File: src/hdl/realign_pkg.sv
package realign_pkg;

   localparam int AXI_SIZE_W = 3;

   localparam logic [1:0] AXI_BURST_INCR = 2'b01;
   localparam logic [1:0] AXI_RESP_OKAY  = 2'b00;

   // transaction states of burst_ctrl
   typedef enum logic [2:0] {
      B_IDLE,
      B_ADDR,
      B_DATA,
      B_RESP,
      B_DONE
   } burst_state_t;

   // W channel sequencer states
   typedef enum logic [1:0] {
      W_IDLE,
      W_BEAT,
      W_FLUSH
   } beat_state_t;

   // byte offset bits inside one data word
   function automatic int calc_offset_w(input int data_w);
      return $clog2(data_w / 8);
   endfunction

endpackage

File: src/hdl/burst_ctrl.sv
`timescale 1ns/1ps

module burst_ctrl import realign_pkg::*; #(
   parameter int DATA_W   = 32,
   parameter int ADDR_W   = 32,
   parameter int NBYTES_W = 11,
   localparam int BYTES    = DATA_W / 8,
   localparam int OFFSET_W = calc_offset_w(DATA_W)
) (
   input  logic                  clk_i,
   input  logic                  rst_i,
   input  logic                  req_i,
   input  logic [ADDR_W-1:0]     addr_i,
   input  logic [NBYTES_W-1:0]   nbytes_i,
   output logic                  ack_o,
   output logic                  err_o,
   output logic [ADDR_W-1:0]     awaddr_o,
   output logic [7:0]            awlen_o,
   output logic [AXI_SIZE_W-1:0] awsize_o,
   output logic [1:0]            awburst_o,
   output logic                  awvalid_o,
   input  logic                  awready_i,
   input  logic [1:0]            bresp_i,
   input  logic                  bvalid_i,
   output logic                  bready_o,
   output logic                  w_start_o,
   output logic [8:0]            beat_cnt_o,
   output logic [BYTES-1:0]      first_strb_o,
   output logic [BYTES-1:0]      last_strb_o,
   output logic                  flush_o,
   output logic [OFFSET_W-1:0]   offset_o,
   input  logic                  w_done_i
);

   localparam int SPAN_W = NBYTES_W + 1;

   burst_state_t        state_q;
   logic [ADDR_W-1:0]   addr_q;
   logic [8:0]          beats_q;
   logic [BYTES-1:0]    first_strb_q;
   logic [BYTES-1:0]    last_strb_q;
   logic                flush_q;
   logic [OFFSET_W-1:0] offset_q;
   logic                w_start_q;
   logic                err_q;
   logic                accept;
   logic [OFFSET_W-1:0] offset;
   logic [SPAN_W-1:0]   span;     // offset + nbytes
   logic [SPAN_W-1:0]   beats;
   logic [SPAN_W-1:0]   words;
   logic [OFFSET_W-1:0] end_lane;

   assign accept   = (state_q == B_IDLE) && req_i;
   assign offset   = addr_i[OFFSET_W-1:0];
   assign span     = SPAN_W'(offset) + SPAN_W'(nbytes_i);
   assign beats    = (span + SPAN_W'(BYTES - 1)) >> OFFSET_W;
   assign words    = (SPAN_W'(nbytes_i) + SPAN_W'(BYTES - 1)) >> OFFSET_W;
   assign end_lane = span[OFFSET_W-1:0];

   always_ff @(posedge clk_i) begin
      if (accept) begin
         addr_q       <= {addr_i[ADDR_W-1:OFFSET_W], {OFFSET_W{1'b0}}};
         offset_q     <= offset;
         beats_q      <= beats[8:0];
         first_strb_q <= {BYTES{1'b1}} << offset;
         last_strb_q  <= (end_lane == '0) ? {BYTES{1'b1}} : ~({BYTES{1'b1}} << end_lane);
         flush_q      <= beats > words;   // shifted tail spills into one more beat
      end
   end

   always_ff @(posedge clk_i or posedge rst_i) begin
      if (rst_i) begin
         state_q   <= B_IDLE;
         w_start_q <= 1'b0;
         err_q     <= 1'b0;
      end else begin
         w_start_q <= 1'b0;
         case (state_q)
            B_IDLE: if (req_i) state_q <= B_ADDR;
            B_ADDR: if (awready_i) begin
               state_q   <= B_DATA;
               w_start_q <= 1'b1;
            end
            B_DATA: if (w_done_i) state_q <= B_RESP;
            B_RESP: if (bvalid_i) begin
               err_q   <= (bresp_i != AXI_RESP_OKAY);
               state_q <= B_DONE;
            end
            B_DONE: if (!req_i) state_q <= B_IDLE;   // four-phase return
            default: state_q <= B_IDLE;
         endcase
      end
   end

   assign awaddr_o     = addr_q;
   assign awlen_o      = 8'(beats_q - 9'd1);
   assign awsize_o     = AXI_SIZE_W'(OFFSET_W);
   assign awburst_o    = AXI_BURST_INCR;
   assign awvalid_o    = (state_q == B_ADDR);
   assign bready_o     = (state_q == B_RESP);
   assign ack_o        = (state_q == B_DONE);
   assign err_o        = err_q;
   assign w_start_o    = w_start_q;
   assign beat_cnt_o   = beats_q;
   assign first_strb_o = first_strb_q;
   assign last_strb_o  = last_strb_q;
   assign flush_o      = flush_q;
   assign offset_o     = offset_q;

   a_nbytes_nonzero : assert property (
      @(posedge clk_i) disable iff (rst_i) accept |-> (nbytes_i != '0)
   );
   a_max_256_beats : assert property (
      @(posedge clk_i) disable iff (rst_i) accept |-> (beats <= SPAN_W'(256))
   );
   a_no_4k_cross : assert property (
      @(posedge clk_i) disable iff (rst_i)
      accept |-> (int'(addr_i[11:0]) + int'(nbytes_i) <= 4096)
   );

endmodule

File: config.mk
export PLATFORM = sky130hd
export DESIGN_NAME = burst_ctrl
export DESIGN_NICKNAME = d
export VERILOG_FILES = /design/src/hdl/realign_pkg.sv /design/src/hdl/burst_ctrl.sv
export SDC_FILE = /design/constraint.sdc
export NUM_CORES = 1
export LEC_CHECK = 0
export ABC_AREA = 1
export BUFFER_PORTS_ARGS = -buffer_cell sky130_fd_sc_hd__buf_2
export CORE_UTILIZATION = 48
export DETAILED_ROUTE_END_ITERATION = 8
export GPL_ROUTABILITY_DRIVEN = 0
export PLACE_DENSITY = 0.8
export RECOVER_POWER = 100
export SLEW_MARGIN = 40
export SYNTH_ARGS = -nofsm -noshare
export SYNTH_HDL_FRONTEND = slang
export SYNTH_SLANG_ARGS = --single-unit
export TNS_END_PERCENT = 5
File: constraint.sdc
create_clock -name clk_i -period 5.65 [get_ports clk_i]
set_input_delay 1.13 -clock clk_i [delete_from_list [all_inputs] [get_ports clk_i]]
set_output_delay 1.13 -clock clk_i [all_outputs]
set_load 0.005 [all_outputs]
==> impl_metrics.json <==
{
  "status": "finished, violations left",
  "violations": "max-capacitance violations, max-slew violations",
  "antenna_found_initial": 0,
  "hold-path-endpoint": "err_o",
  "maxSlewViolCount": 31,
  "cts.path.max_buffers": 2,
  "finish.utilization": 0.6241,
  "crit_arrival_ns": 4.06,
  "io_pins": 121,
  "power_frac_seq": 0.508,
  "cts_buffers": 5,
  "yosys.area.top_type": "edfxtp_1",
  "power_frac_clock": 0.222,
  "ff2ff_setup_slack_ns": 3.28,
  "cts_tree": "built",
  "grt_usage": 0.1952,
  "power.density_nw_per_um2": 332.2,
  "clock_latency_ns": 0.30,
  "r2r-end": "awaddr_o[13]",
  "maxSlewHeadroom": -0.005096,
  "vias": 2286,
  "r2r_cells": 4,
  "cts-root-buf": "clkbuf_8",
  "synth_seq_area_share": 0.5646,
  "area_delta_synth_final_pct": 23.76,
  "worstMarginPinSlew_ns": 1.508,
  "maxCapViolCount": 1,
  "drt_iter0_drc": 62,
  "grt_pass1_vias": 2075,
  "grt_overflow_total": 0,
  "ys.flop_type": "edfxtp_1",
  "fp-row-count": 27,
  "netlist.area_leader.share": 0.5204,
  "synthTopCellsByArea": "edfxtp_1 52%, nand2_1 9.2%, ha_1 5.8%",
  "cp-end-kind": "flop",
  "whs_path_depth": 2,
  "dp_hpwl_mm": 4.863,
  "postCtsSetupBuffers": 0,
  "die_y_um": 78.76,
  "cp-start-kind": "primary input",
  "p_leak_uw": 0.001632,
  "viasPerCell": 4.772,
  "drc": 0,
  "critical_path_class": "in2reg",
  "p_int_uw": 801.2,
  "ir_drop_mv": 0.1763,
  "cp_top_family": "adder cells",
  "critPathMaxFanout": 4,
  "first_pass_iters": 4,
  "cts_sinks": 54,
  "critPathMaxStageDelay_ns": 0.43,
  "design.die.area_um2": 6202,
  "h-tree-depth": 2,
  "wirelength_mm": 5.912,
  "skew_ns": 0.002908,
  "min_from": "err_o",
  "fmax_ghz": 0.2509,
  "finalSetupViolCount": 0,
  "cts_hold_buf": 0,
  "crit_top_cell": "inv_1",
  "combPwrFrac": 0.270,
  "min_period_over_period": 0.7053,
  "grt_first_pass_wirelength_mm": 9.315,
  "synth.avg_cell_area_um2": 9.853,
  "crit_chain": "clkbuf_1, ha_1, inv_1, fa_1, inv_1, nand2_1, nor2_1, inv_1, o21ai_0, nand2_1, nor2_1, xor2_1, ha_1, a21oi_1, o21a_1, or2_2, nand4_1, nand2_1, inv_1",
  "n_antenna_cell": 0,
  "ant_nets": 0,
  "numPortBuffers": 112,
  "finalHoldViolations": 0,
  "setup-tns-final_ns": 0,
  "coreArea_um2": 5608,
  "required_ns": 5.72,
  "clk_pin_slew_ns": 0.09,
  "period_needed_ns": 3.985,
  "synthDistinctLibCells": 30,
  "die_x_um": 78.76,
  "reg2reg_from": "state_q[0]",
  "initial_core_util": 0.5042,
  "hold_class": "reg2reg",
  "rsz0062_at_grt": "false",
  "route.detailed.wl_per_inst_um": 12.34,
  "p_switching_uw": 361.3,
  "synth-edff-count": 49,
  "cp_num_buf_inv": 5,
  "cts_resized": 0,
  "netlist_area_um2": 2828,
  "ys_ff_latch": 54,
  "slowest_stage": "fa_1",
  "swShare": 0.3108,
  "async_flop_share": 0.09259,
  "grt_max_degree": 31,
  "yosys_warnings": 0,
  "nets": 471,
  "syn_inst": 287,
  "drive_above_1_share": 0.2359
}
-- logic make-up (layout without fill, tap and decap cells) --
group,after synthesis,count (layout),share of synthesized area
simple gates,137,137,0.2133
compound gates,16,16,0.03363
flops,54,54,0.5646
fa+ha+maj,14,14,0.06460
xor+xnor,13,13,0.04027
other cells,2,9,0.002656
buf+inv,51,164,0.08097
-- power groups by stage --
| stage | Combinational, uW | Sequential (uW) | Clock (uW) |
|---|---|---|---|
| detailed placement | 333 | 595 | 0 |
| global route | 355 | 600 | 279 |
| finish | 314 | 591 | 258 |
| floorplan | 164 | 612 | 0 |
| global placement | 325 | 592 | 0 |
| CTS | 336 | 587 | 265 |
-- per-stage QoR --
step | instances | area [um2] | hold slack, ns | total power (uW) | setup slack [ns]
global placement | 471 | 3453 | 0.4659 | 916.1 | 1.679
finish | 479 | 3500 | 0.4968 | 1162 | 1.665
global route | 479 | 3500 | 0.5539 | 1234 | 1.228
detailed placement | 471 | 3453 | 0.4796 | 928.3 | 1.531
floorplan | 294 | 2854 | 0.4763 | 775.8 | 0.6156
CTS | 479 | 3570 | 0.5009 | 1188 | 1.861
-- cell type report --
type / count / area (um2)
clock buffer: 5 / 68.82
inverter: 42 / 157.7
sequential: 54 / 1597
fill: 488 / 2108
multi-input combinational: 189 / 1015
tap: 72 / 90.09
clock inverter: 3 / 47.55
timing repair buffer: 114 / 524.3
-- flip-flops by register name, indices dropped and copies added (netlist names) --
name and count:
flush_o 1, first_strb_o 3, err_o 1, last_strb_o 4, awaddr_o 30, offset_o 2
state_q 3, w_start_o 1, beat_cnt_o 9
-- worst max-delay path by stage --
stage          startpoint  depth (start not counted)  slack, ns           end
4_1_cts         addr_i[0]                         19       1.86       flush_o
3_5_place_dp    addr_i[0]                         19       1.53       flush_o
2_1_floorplan       req_i                          2       0.62  awaddr_o[10]
3_3_place_gp    addr_i[0]                         19       1.68       flush_o
5_1_grt         addr_i[0]                         21       1.23       flush_o
6_report        addr_i[0]                         19       1.67       flush_o
-- worst reg2reg max path, stage by stage (launching register included) --
cell	delay [ns]
dfrtp_1	0.45
inv_1	0.12
nand2_1	0.09
nor3_1	0.19
clkbuf_1	1.13
-- placed cells by master (no fill, tap or decap), drive strengths merged --
master  netlist  layout
or3           1       1
clkbuf        0      40
o21a          1       1
ha           13      13
conb          2       9
edfxtp       49      49
fa            1       1
nor2         29      29
nor3          9       9
xor2          9       9
o21ai        11      11
xnor2         4       4
a21oi         3       3
o32a          1       1
nand4         6       6
nand2        74      74
or2           1       1
clkinv        0       1
nor4          1       1
buf           9      79
nand3b        1       1
nand3        15      15
bufinv        0       1
dfrtp         5       5
inv          42      43
-- cell usage after synthesis, types with 2 or more instances --
master / count
nand2_1: 69
edfxtp_1: 49
inv_1: 41
nor2_1: 25
nand3_1: 14
ha_1: 13
nor3_1: 9
xor2_1: 9
buf_4: 8
o21ai_0: 7
nand4_1: 6
dfrtp_1: 5
nand2_2: 5
xnor2_1: 4
a21oi_1: 3
nor2_2: 3
conb_1: 2
o21ai_1: 2
o21ai_2: 2
-- routing by layer --
metal / global-route usage / vias to the layer above / routed length [um]
met5: 0 / - / 0
met4: 0.07222 / 0 / 104
met3: 0.03678 / 12 / 404
met2: 0.3557 / 94 / 2963
met1: 0.2264 / 1016 / 2439
li1: - / 1164 / -
(Power assumes the default switching activity.)
