--- config.mk ---
export PLATFORM = sky130hd
export DESIGN_NAME = w_beat_ctrl
export DESIGN_NICKNAME = d
export VERILOG_FILES = /design/src/hdl/realign_pkg.sv /design/src/hdl/w_beat_ctrl.sv
export SDC_FILE = /design/constraint.sdc
export NUM_CORES = 1
export LEC_CHECK = 0
export ABC_AREA = 1
export BUFFER_PORTS_ARGS = -buffer_cell sky130_fd_sc_hd__buf_4
export CORE_MARGIN = 2
export CORE_UTILIZATION = 40
export CTS_CLUSTER_SIZE = 40
export DETAILED_ROUTE_END_ITERATION = 16
export PLACE_DENSITY = 0.86
export SYNTH_ARGS = -nofsm -noshare
export SYNTH_HDL_FRONTEND = slang
export SYNTH_SLANG_ARGS = --single-unit
--- constraint.sdc ---
create_clock -name clk_i -period 2.1 [get_ports clk_i]
set_input_delay 0.21 -clock clk_i [delete_from_list [all_inputs] [get_ports clk_i]]
set_output_delay 0.21 -clock clk_i [all_outputs]
set_load 0.005 [all_outputs]
--- src/hdl/realign_pkg.sv ---
package realign_pkg;

   localparam int AXI_SIZE_W = 3;

   localparam logic [1:0] AXI_BURST_INCR = 2'b01;
   localparam logic [1:0] AXI_RESP_OKAY  = 2'b00;

   // transaction states of burst_ctrl
   typedef enum logic [2:0] {
      B_IDLE,
      B_ADDR,
      B_DATA,
      B_RESP,
      B_DONE
   } burst_state_t;

   // W channel sequencer states
   typedef enum logic [1:0] {
      W_IDLE,
      W_BEAT,
      W_FLUSH
   } beat_state_t;

   // byte offset bits inside one data word
   function automatic int calc_offset_w(input int data_w);
      return $clog2(data_w / 8);
   endfunction

endpackage

--- src/hdl/w_beat_ctrl.sv ---
`timescale 1ns/1ps

module w_beat_ctrl import realign_pkg::*; #(
   parameter int DATA_W = 32,
   localparam int BYTES = DATA_W / 8
) (
   input  logic              clk_i,
   input  logic              rst_i,
   input  logic              w_start_i,
   input  logic [8:0]        beat_cnt_i,
   input  logic [BYTES-1:0]  first_strb_i,
   input  logic [BYTES-1:0]  last_strb_i,
   input  logic              flush_i,
   input  logic              data_valid_i,
   output logic              data_ready_o,
   output logic              word_take_o,
   input  logic [DATA_W-1:0] wdata_i,
   output logic [DATA_W-1:0] wdata_o,
   output logic [BYTES-1:0]  wstrb_o,
   output logic              wlast_o,
   output logic              wvalid_o,
   input  logic              wready_i,
   output logic              w_done_o
);

   beat_state_t state_q;
   logic [8:0]  rem_q;      // beats still to send
   logic        first_q;
   logic        last_beat;
   logic        beat_acc;

   assign last_beat = (rem_q == 9'd1);

   always_comb begin
      wvalid_o     = 1'b0;
      data_ready_o = 1'b0;
      case (state_q)
         W_BEAT: begin
            wvalid_o     = data_valid_i;
            data_ready_o = wready_i;   // a word moves only with its W beat
         end
         W_FLUSH: wvalid_o = 1'b1;   // held bytes only, no source word
         default: ;
      endcase
   end

   assign beat_acc    = wvalid_o && wready_i;
   assign word_take_o = beat_acc && (state_q == W_BEAT);
   assign wlast_o     = last_beat && ((state_q == W_FLUSH) ||
                                      ((state_q == W_BEAT) && data_valid_i));
   assign w_done_o    = beat_acc && wlast_o;
   assign wdata_o     = wdata_i;

   always_comb begin
      wstrb_o = {BYTES{1'b1}};
      if (first_q) begin
         wstrb_o = wstrb_o & first_strb_i;
      end
      if (last_beat) begin
         wstrb_o = wstrb_o & last_strb_i;   // single beat gets both masks
      end
   end

   always_ff @(posedge clk_i or posedge rst_i) begin
      if (rst_i) begin
         state_q <= W_IDLE;
         rem_q   <= '0;
         first_q <= 1'b0;
      end else begin
         case (state_q)
            W_IDLE: if (w_start_i) begin
               rem_q   <= beat_cnt_i;
               first_q <= 1'b1;
               state_q <= W_BEAT;
            end
            W_BEAT: if (beat_acc) begin
               rem_q   <= rem_q - 9'd1;
               first_q <= 1'b0;
               if (last_beat) begin
                  state_q <= W_IDLE;
               end else if (flush_i && rem_q == 9'd2) begin
                  state_q <= W_FLUSH;
               end
            end
            W_FLUSH: if (beat_acc) begin
               rem_q   <= rem_q - 9'd1;
               state_q <= W_IDLE;
            end
            default: state_q <= W_IDLE;
         endcase
      end
   end

   a_wlast_with_wvalid : assert property (
      @(posedge clk_i) disable iff (rst_i) wlast_o |-> wvalid_o
   );
   a_start_when_idle : assert property (
      @(posedge clk_i) disable iff (rst_i) w_start_i |-> (state_q == W_IDLE)
   );

endmodule

==> results of run 1 <==
registers in the layout, indices dropped and copies added, names as in the netlist:
| signal | cells |
|---|---|
| rem_q | 9 |
| state_q | 2 |
| first_q | 1 |
power breakdown:
group	switching (mW)	total [mW]	leakage, nW	internal, mW
Sequential	0.0820	0.412	0.145	0.330
Combinational	0.530	0.858	0.553	0.327
Clock	0.0738	0.140	0.0138	0.0665
stage by stage:
stage	setup slack (ns)	hold slack, ns	area (µm²)
4_1_cts	0.148	0.197	1330
3_5_place_dp	0.435	0.275	1300
2_1_floorplan	0.610	0.0747	1260
3_3_place_gp	0.521	0.260	1300
5_1_grt	0.00173	0.213	1330
6_report	0.148	0.200	1330
area by class of cell:
type                            instances  area (µm²)  area share (%)
Multi-Input combinational cell        111         606            45.5
Sequential cell                        12         300            22.6
Timing Repair Buffer                   33         250            18.8
Inverter                               26        97.6            7.33
Tap cell                               44        55.1            4.14
Clock buffer                            3        22.5            1.69
cell usage after synthesis:
cell type,instances
nand4_4,1
nor3_1,1
dfrtp_1,12
nor2_2,1
nor2_1,23
nand3_2,1
inv_1,24
ha_1,8
o21a_1,1
o22a_1,4
or2_2,1
a21oi_2,1
nand2_2,2
inv_2,2
nand2_1,37
buf_6,1
o211ai_2,1
nand3_1,12
a21oi_1,2
nand4_1,1
buf_2,1
o21ai_1,4
o21ai_0,9
buf_4,32
nand2_4,1
kinds of logic after synthesis:
group,Yosys count
and+or+nand+nor,81
buffers and inverters,60
AOI/OAI and AO/OA,22
DFF,12
adders and majority gates,8
worst paths after layout:
path	end	slack [ns]	depth (start not counted)
setup reg to reg	rem_q[6]$_DFFE_PP0P_	0.41	9
hold reg to reg	rem_q[8]$_DFFE_PP0P_	0.51	2
min in group asynchronous	rem_q[5]$_DFFE_PP0P_	0.50	3
hold / removal	rem_q[1]$_DFFE_PP0P_	0.20	3
setup / recovery	w_done_o	0.15	7
max in group asynchronous	rem_q[7]$_DFFE_PP0P_	1.28	3
cell usage in the layout (no fill, tap or decap), types with 2 or more instances in the layout:
cell type  Yosys  layout
inv_2          2       2
o22a_1         4       4
o21ai_0        9       9
dfrtp_1       12      12
o21ai_1        4       4
ha_1           8       7
inv_1         24      24
nand2_1       37      37
nor2_1        23      23
clkbuf_4       0       3
buf_4         32      32
nand2_2        2       2
nand3_1       12      12
a21oi_1        2       2
critical path: stages, from the launching register on:
cell and delay, ns:
dfrtp_1 0.41, inv_1 0.11, ha_1 0.39, inv_2 0.12, nor2_1 0.16, nand2_1 0.08, nor2_1 0.09, buf_4 0.11
per-layer routing:
metal  part of all wire [%]  global-route usage [%]  up-vias  wire length (µm)
met5                      0                       0        -                 0
met1                     41                    16.8      458               986
met3                    9.6                    3.46        7               228
li1                       -                       -      542                 -
met2                     47                    24.4       40              1110
met4                    2.0                    6.98        0                48
timing repair:
action	in CTS	in global routing
hold buffers	1	0
setup endpoints to repair	0	2
gates resized for setup	0	1
hold endpoints to repair	12	0
==> flow_summary.ini, run 1 <==
[floorplan]
fp.dieArea_um2 = 3610
design.core.area_um2 = 3030
die_y_um = 60.1
initial_core_util_pct = 41.5
io_pins = 96
fp.dieW_um = 60.1
fp-row-count = 20

[power]
finalPower_mw = 1.41
leakage_nw = 0.712
powerDensity_nw_per_um2 = 1060
vdd_drop_max_mv = 0.490

[synthesis]
syn_nets = 246
syn_avg_cell_area_um2 = 6.87
ys_types = 25
yosys-top-cells-area = dfrtp_1, buf_4, nand2_1, ha_1, inv_1
synth_area_um2 = 1260
synth-compound-area-share_pct = 11.0
seq_area_frac_synth_pct = 23.9
syn_inst = 183
synth_top_family_by_area = simple AND/OR/NAND/NOR gates
synth_fa_ha_area_share_pct = 7.96
synth.area.mux_share_pct = 0
yosys_warnings = 0
synthXorXnorAreaFrac_pct = 0
synth.top_cell.area_share_pct = 23.9
yosysTopAreaCell = dfrtp_1
ys_ff_latch = 12
synth-simple-area-share_pct = 29.0

[timing]
slew_viol_final = 0
max_freq_mhz = 512
setup_viol = 0
finalSetupTns_ns = 0
slew_headroom_pct = 68.5
worstMarginPinSlew_ns = 0.471
rsz0062_at_grt = no
skew_ns = 0.00433
finalCriticalPeriod_ns = 1.95
hold_violations = 0
period_share_pct = 92.9

[global_route]
grtUsageTotal_pct = 14.4
first_global_vias = 937
grt-ovfl-total = 0
grt_pass1_wl_mm = 3.85
antenna_found_initial = 0
grt_max_degree = 14

[final_layout]
postLayoutCoreUtil_pct = 44.0
antennaDiodeCount = 0
stdcell_count = 229
drive_above_1_share_pct = 25.4
syn_to_final_growth_pct = 5.87
nets = 250
fillers = 321

[setup_path]
critPathKind = register to output port
critPathMaxFanout = 9
endpoint_kind = output port
cp-start-kind = register
arrival_ns = 1.74
worstPathRequired_ns = 1.89
cp-startpoint = state_q[0]$_DFFE_PP0P_
r2r-start = state_q[0]$_DFFE_PP0P_

[placed_design]
gp_congestion = 0.832
hpwlAfterDp_mm = 1.92
port_buffers = 31
dpl.cell_count = 225

[drt]
drt-pass1-iter-count = 4
drt_iter0_drc = 22
ant_nets = 0
routed_wl_mm = 2.38
via_per_inst = 4.57
vias = 1047
wl_per_cell_um = 10.4
drc = 0

[clock_network]
post_cts.repair.setup_buffers = 0
htree_levels = 1
cts_tree = done
numCtsBuffers = 3
cts_buffer_depth = 2
cts_sinks = 12
path_clk_slew_ns = 0.07
cts_root_buf = clkbuf_4
clk_latency_ns = 0.28

[min_path]
hold_path.class = input port to register
timing.hold.worst.start = beat_cnt_i[1]

[run_status]
status = complete, no violations

[job]
drv_cap = 0
Power figures use the tool's default switching activity.
==> run 2, diff against run 1 <==
Settings changed: CORE_ASPECT_RATIO from default to 0.6.
==> run 2 against run 1 <==
  * The flow now finishes with violations (hold timing)
  * Utilization increased by 2.1 points
  * Wire length increased by 14%
  * Sequential power increased by 1%
==> flow_summary.ini, run 2 (synthesis results as in run 1) <==
[setup_path]
endpoint_kind = output port
r2r-start = state_q[0]$_DFFE_PP0P_
r2r_end = rem_q[5]$_DFFE_PP0P_
rr_worst_depth = 8
cp-start-kind = register
critPathMaxFanout = 9
arrival_ns = 1.74
rrSetupSlack_ns = 0.42
worstPathRequired_ns = 1.89
critPathKind = register to output port

[global_route]
antenna_found_initial = 0
first_global_vias = 1001
use_met2_pct = 25.8
grt_use_met3_pct = 8.30
grt-ovfl-total = 0
grt_max_degree = 14
grt_pass1_wl_mm = 4.55
grtUsageTotal_pct = 15.9
busiest_layer = met2
met1_usage_pct = 20.0

[clock_network]
cts_sinks = 12
post_cts.repair.setup_buffers = 0
cts_hold_buf = 0
numCtsBuffers = 3
cts_resized = 0
htree_levels = 1
clk_latency_ns = 0.24
path_clk_slew_ns = 0.06
cts_tree = done
cts_buffer_depth = 2
cts_root_buf = clkbuf_8

[floorplan]
io_pins = 96
design.core.area_um2 = 2930
fp.dieArea_um2 = 3620
fp.dieW_um = 76.4
initial_core_util_pct = 42.9
die_y_um = 47.4
fp-row-count = 15

[timing]
setup_viol = 0
hold_violations = 12
worstMarginPinSlew_ns = 0.481
slew_viol_final = 0
finalSetupTns_ns = 0
finalCriticalPeriod_ns = 1.95
max_freq_mhz = 514
holdWs_ns = -0.0168
period_share_pct = 92.6
rsz0062_at_grt = no
slew_headroom_pct = 67.9
skew_ns = 0.00172

[power]
leakage_nw = 0.724
vdd_drop_max_mv = 0.412
finalPower_mw = 1.55
powerDensity_nw_per_um2 = 1150

[final_layout]
layout_common_cells = nand2_1, buf_4, inv_1, nor2_1
top_regs = rem_q: 9 flops, state_q: 2 flops, first_q: 1 flops
mostFrequentLayoutCell = nand2_1
drive_above_1_share_pct = 25.4
syn_to_final_growth_pct = 7.26
largest-register = rem_q
regArea_um2 = 300
antennaDiodeCount = 0
largest_reg_flops = 9
nets = 249
fillers = 310
multi_input_area_um2 = 603

[drt]
via_per_inst = 4.69
routed_wl_mm = 2.72
drc = 0
ant_nets = 0
vias = 1065
drt-pass1-iter-count = 4
drt_iter0_drc = 52
wl_per_cell_um = 12.0

[placed_design]
port_buffers = 31
gp_congestion = 0.879
hpwlAfterDp_mm = 2.13

[run_status]
violations = hold timing
status = complete, but fails checks

[job]
drv_cap = 0

[min_path]
hold_path.class = input port to async pin
[run 2: cell count changes in the layout (fill, tap and decap cells not counted), sizes merged]
cell,previous run,this run
clkbuf,3,4
dlygate4sd3,1,0
[run 2: critical path, cell delays in order (launching register included)]
cell	delay, ns
dfrtp_1	0.38
inv_1	0.11
ha_1	0.40
inv_2	0.13
nor2_1	0.17
nand2_1	0.08
nor2_1	0.10
buf_4	0.12
[run 2: per-layer routing]
| layer | up-vias | share of wire, % |
|---|---|---|
| li1 | 541 | - |
| met1 | 468 | 48 |
| met2 | 54 | 42 |
| met3 | 2 | 9.9 |
| met4 | 0 | 0.26 |
| met5 | - | 0 |
[run 2: final cells by class]
type                    count  area share, %
inverters                  26           7.24
multi-input cells         111           44.7
well taps                  42           3.90
repair buffers             32           17.8
flip-flops and latches     12           22.3
clock buffers               4           4.08
[run 2: report_power, final]
part / leakage, nW / switching (mW) / internal, mW
Clock: 0.0288 / 0.0919 / 0.166
Combinational: 0.550 / 0.560 / 0.322
Sequential: 0.145 / 0.0846 / 0.331
[run 2: how the worst max path moves through the flow]
stage | from | endpoint | slack (ns) | cells after the start
6_report | state_q[1]$_DFFE_PP0P_ | word_take_o | 0.15 | 7
5_1_grt | state_q[0]$_DFFE_PP0P_ | word_take_o | 0.04 | 7
4_1_cts | state_q[1]$_DFFE_PP0P_ | word_take_o | 0.16 | 7
3_5_place_dp | state_q[1]$_DFFE_PP0P_ | word_take_o | 0.43 | 7
3_3_place_gp | state_q[1]$_DFFE_PP0P_ | w_done_o | 0.45 | 9
2_1_floorplan | state_q[0]$_DFFE_PP0P_ | w_done_o | 0.61 | 6
[run 2: stage by stage]
step / instances / setup slack, ns / cell area (µm²) / hold WS [ns] / util [%]
after floorplan: 183 / 0.610 / 1260 / 0.0747 / -
after global placement: 223 / 0.447 / 1290 / 0.264 / 44.2
after detailed placement: 223 / 0.435 / 1290 / 0.278 / 44.2
after CTS: 227 / 0.155 / 1350 / 0.0152 / 46.1
after global routing: 227 / 0.0428 / 1350 / 0.0450 / 46.1
final: 227 / 0.155 / 1350 / -0.0168 / 46.1
==> run 3, diff against run 2 <==
Settings changed: HOLD_SLACK_MARGIN from default to 0.12, PLACE_DENSITY 0.86 to default, PLACE_DENSITY_LB_ADDON from default to 0.25.
==> run 3 against run 2 <==
  * The flow now finishes without violations
  * Utilization up 0.38 points
  * Total power down 1.3%
  * Final cell count unchanged
  * Non-clock buffer count up 1
  * Cell area up 0.83%
  * Clock skew up 0.00079 ns
  * Global-route usage down 0.25 points
  * Die area unchanged
  * Sequential share of layout area down 0.18 points
  * Critical endpoint unchanged
==> flow_summary.ini, run 3 (synthesis results as in run 1) <==
[run_status]
status = complete, no violations

[floorplan]
io_pins = 96
fp.dieW_um = 76.4
initial_core_util_pct = 42.9
design.core.area_um2 = 2930
fp-row-count = 15
fp.dieArea_um2 = 3620
die_y_um = 47.4

[clock_network]
cts_sinks = 12
cts_tree = done
numCtsBuffers = 3
cts_root_buf = clkbuf_8
post_cts.repair.setup_buffers = 0
clk_latency_ns = 0.24
htree_levels = 1
path_clk_slew_ns = 0.05
cts_buffer_depth = 2

[global_route]
busiest_layer = met2
first_global_vias = 898
use_met2_pct = 23.5
grtUsageTotal_pct = 15.7
met1_usage_pct = 21.2
grt_use_met3_pct = 4.72
grt_pass1_wl_mm = 4.38
grt-ovfl-total = 0
grt_max_degree = 14
antenna_found_initial = 0

[setup_path]
arrival_ns = 1.70
r2r_end = rem_q[5]$_DFFE_PP0P_
worstPathRequired_ns = 1.89
r2r-start = state_q[1]$_DFFE_PP0P_
slowest_delay_ns = 0.40
slowest_stage = dfrtp_1
cp-start-kind = register
rrSetupSlack_ns = 0.49
critPathKind = register to output port
endpoint_kind = output port
rr_worst_depth = 9
cp_cell_sequence = inv_1 -> ha_2 -> nand2_1 -> nand2_2 -> inv_1 -> nor2_1 -> nand2_1 -> nor2_1 -> buf_4
critPathMaxFanout = 5

[timing]
setup_viol = 0
max_freq_mhz = 523
hold_violations = 0
slew_headroom_pct = 67.4
finalSetupTns_ns = 0
rsz0062_at_grt = no
finalCriticalPeriod_ns = 1.91
period_share_pct = 91.1
worstMarginPinSlew_ns = 0.488
skew_ns = 0.00251
slew_viol_final = 0

[power]
finalPower_mw = 1.53
vdd_drop_max_mv = 0.407
leakage_nw = 0.721
powerDensity_nw_per_um2 = 1130

[final_layout]
antennaDiodeCount = 0
mostFrequentLayoutCell = nand2_1
syn_to_final_growth_pct = 8.16
layout_common_cells = nand2_1, buf_4, inv_1, nor2_1
drive_above_1_share_pct = 25.9
top_regs = rem_q: 9 flops, state_q: 2 flops, first_q: 1 flops
largest-register = rem_q
largest_reg_flops = 9
nets = 250

[drt]
via_per_inst = 4.70
ant_nets = 0
drc = 0
drt-pass1-iter-count = 4
vias = 1066
drt_iter0_drc = 119
routed_wl_mm = 2.94
wl_per_cell_um = 12.9

[job]
drv_cap = 0

[min_path]
timing.hold.worst.start = beat_cnt_i[1]
min_to = rem_q[1]$_DFFE_PP0P_
holdPathStages = 3
hold_path.class = input port to register

[placed_design]
gp_congestion = 0.884
hpwlAfterDp_mm = 2.44
port_buffers = 31
run 3: timing repair:
| action | 4_1_cts | 5_1_grt |
|---|---|---|
| setup endpoints to repair | 0 | 2 |
| hold endpoints to repair | 12 | 0 |
| hold buffers | 1 | 0 |
| resized for setup | 0 | 3 |
run 3: per-layer routing:
layer	vias to the layer above	routed length (µm)
met1	444	1280
li1	542	-
met3	22	309
met4	0	128
met2	58	1220
met5	-	0
run 3: power breakdown:
part	internal (mW)	switching [mW]	leakage (nW)	total, mW
clock network	0.127	0.0886	0.0216	0.215
logic	0.350	0.553	0.554	0.902
registers	0.331	0.0853	0.145	0.416
run 3: final cells by class:
type	instances	area (µm²)
Multi-Input combinational cell	111	618
Timing Repair Buffer	33	250
Fill cell	329	1570
Sequential cell	12	300
Tap cell	42	52.6
Clock buffer	3	41.3
Inverter	26	97.6
run 3: critical path, delay by kind of cell (launching register included):
family / cells / cell delay, ns
buffers and inverters: 3 / 0.34
DFF: 1 / 0.40
adders and majority gates: 1 / 0.26
and+or+nand+nor: 5 / 0.47
run 3: how the worst max path moves through the flow:
| stage | endpoint | start | slack [ns] | depth (start not counted) |
|---|---|---|---|---|
| 6_report | word_take_o | state_q[1]$_DFFE_PP0P_ | 0.19 | 9 |
| 5_1_grt | word_take_o | state_q[1]$_DFFE_PP0P_ | 0.04 | 9 |
| 4_1_cts | word_take_o | state_q[0]$_DFFE_PP0P_ | 0.04 | 7 |
| 3_5_place_dp | word_take_o | state_q[0]$_DFFE_PP0P_ | 0.31 | 7 |
| 3_3_place_gp | word_take_o | state_q[0]$_DFFE_PP0P_ | 0.39 | 7 |
| 2_1_floorplan | w_done_o | state_q[0]$_DFFE_PP0P_ | 0.61 | 6 |
run 3: metrics by stage:
step	hold slack, ns	cells	instance area (µm²)	worst slack, ns	utilization (%)
6_report	0.232	227	1360	0.187	46.5
5_1_grt	0.260	227	1360	0.0403	46.5
4_1_cts	0.235	227	1350	0.0427	45.9
3_5_place_dp	0.273	223	1290	0.307	44.2
3_3_place_gp	0.261	223	1290	0.391	44.2
2_1_floorplan	0.0747	183	1260	0.610	-
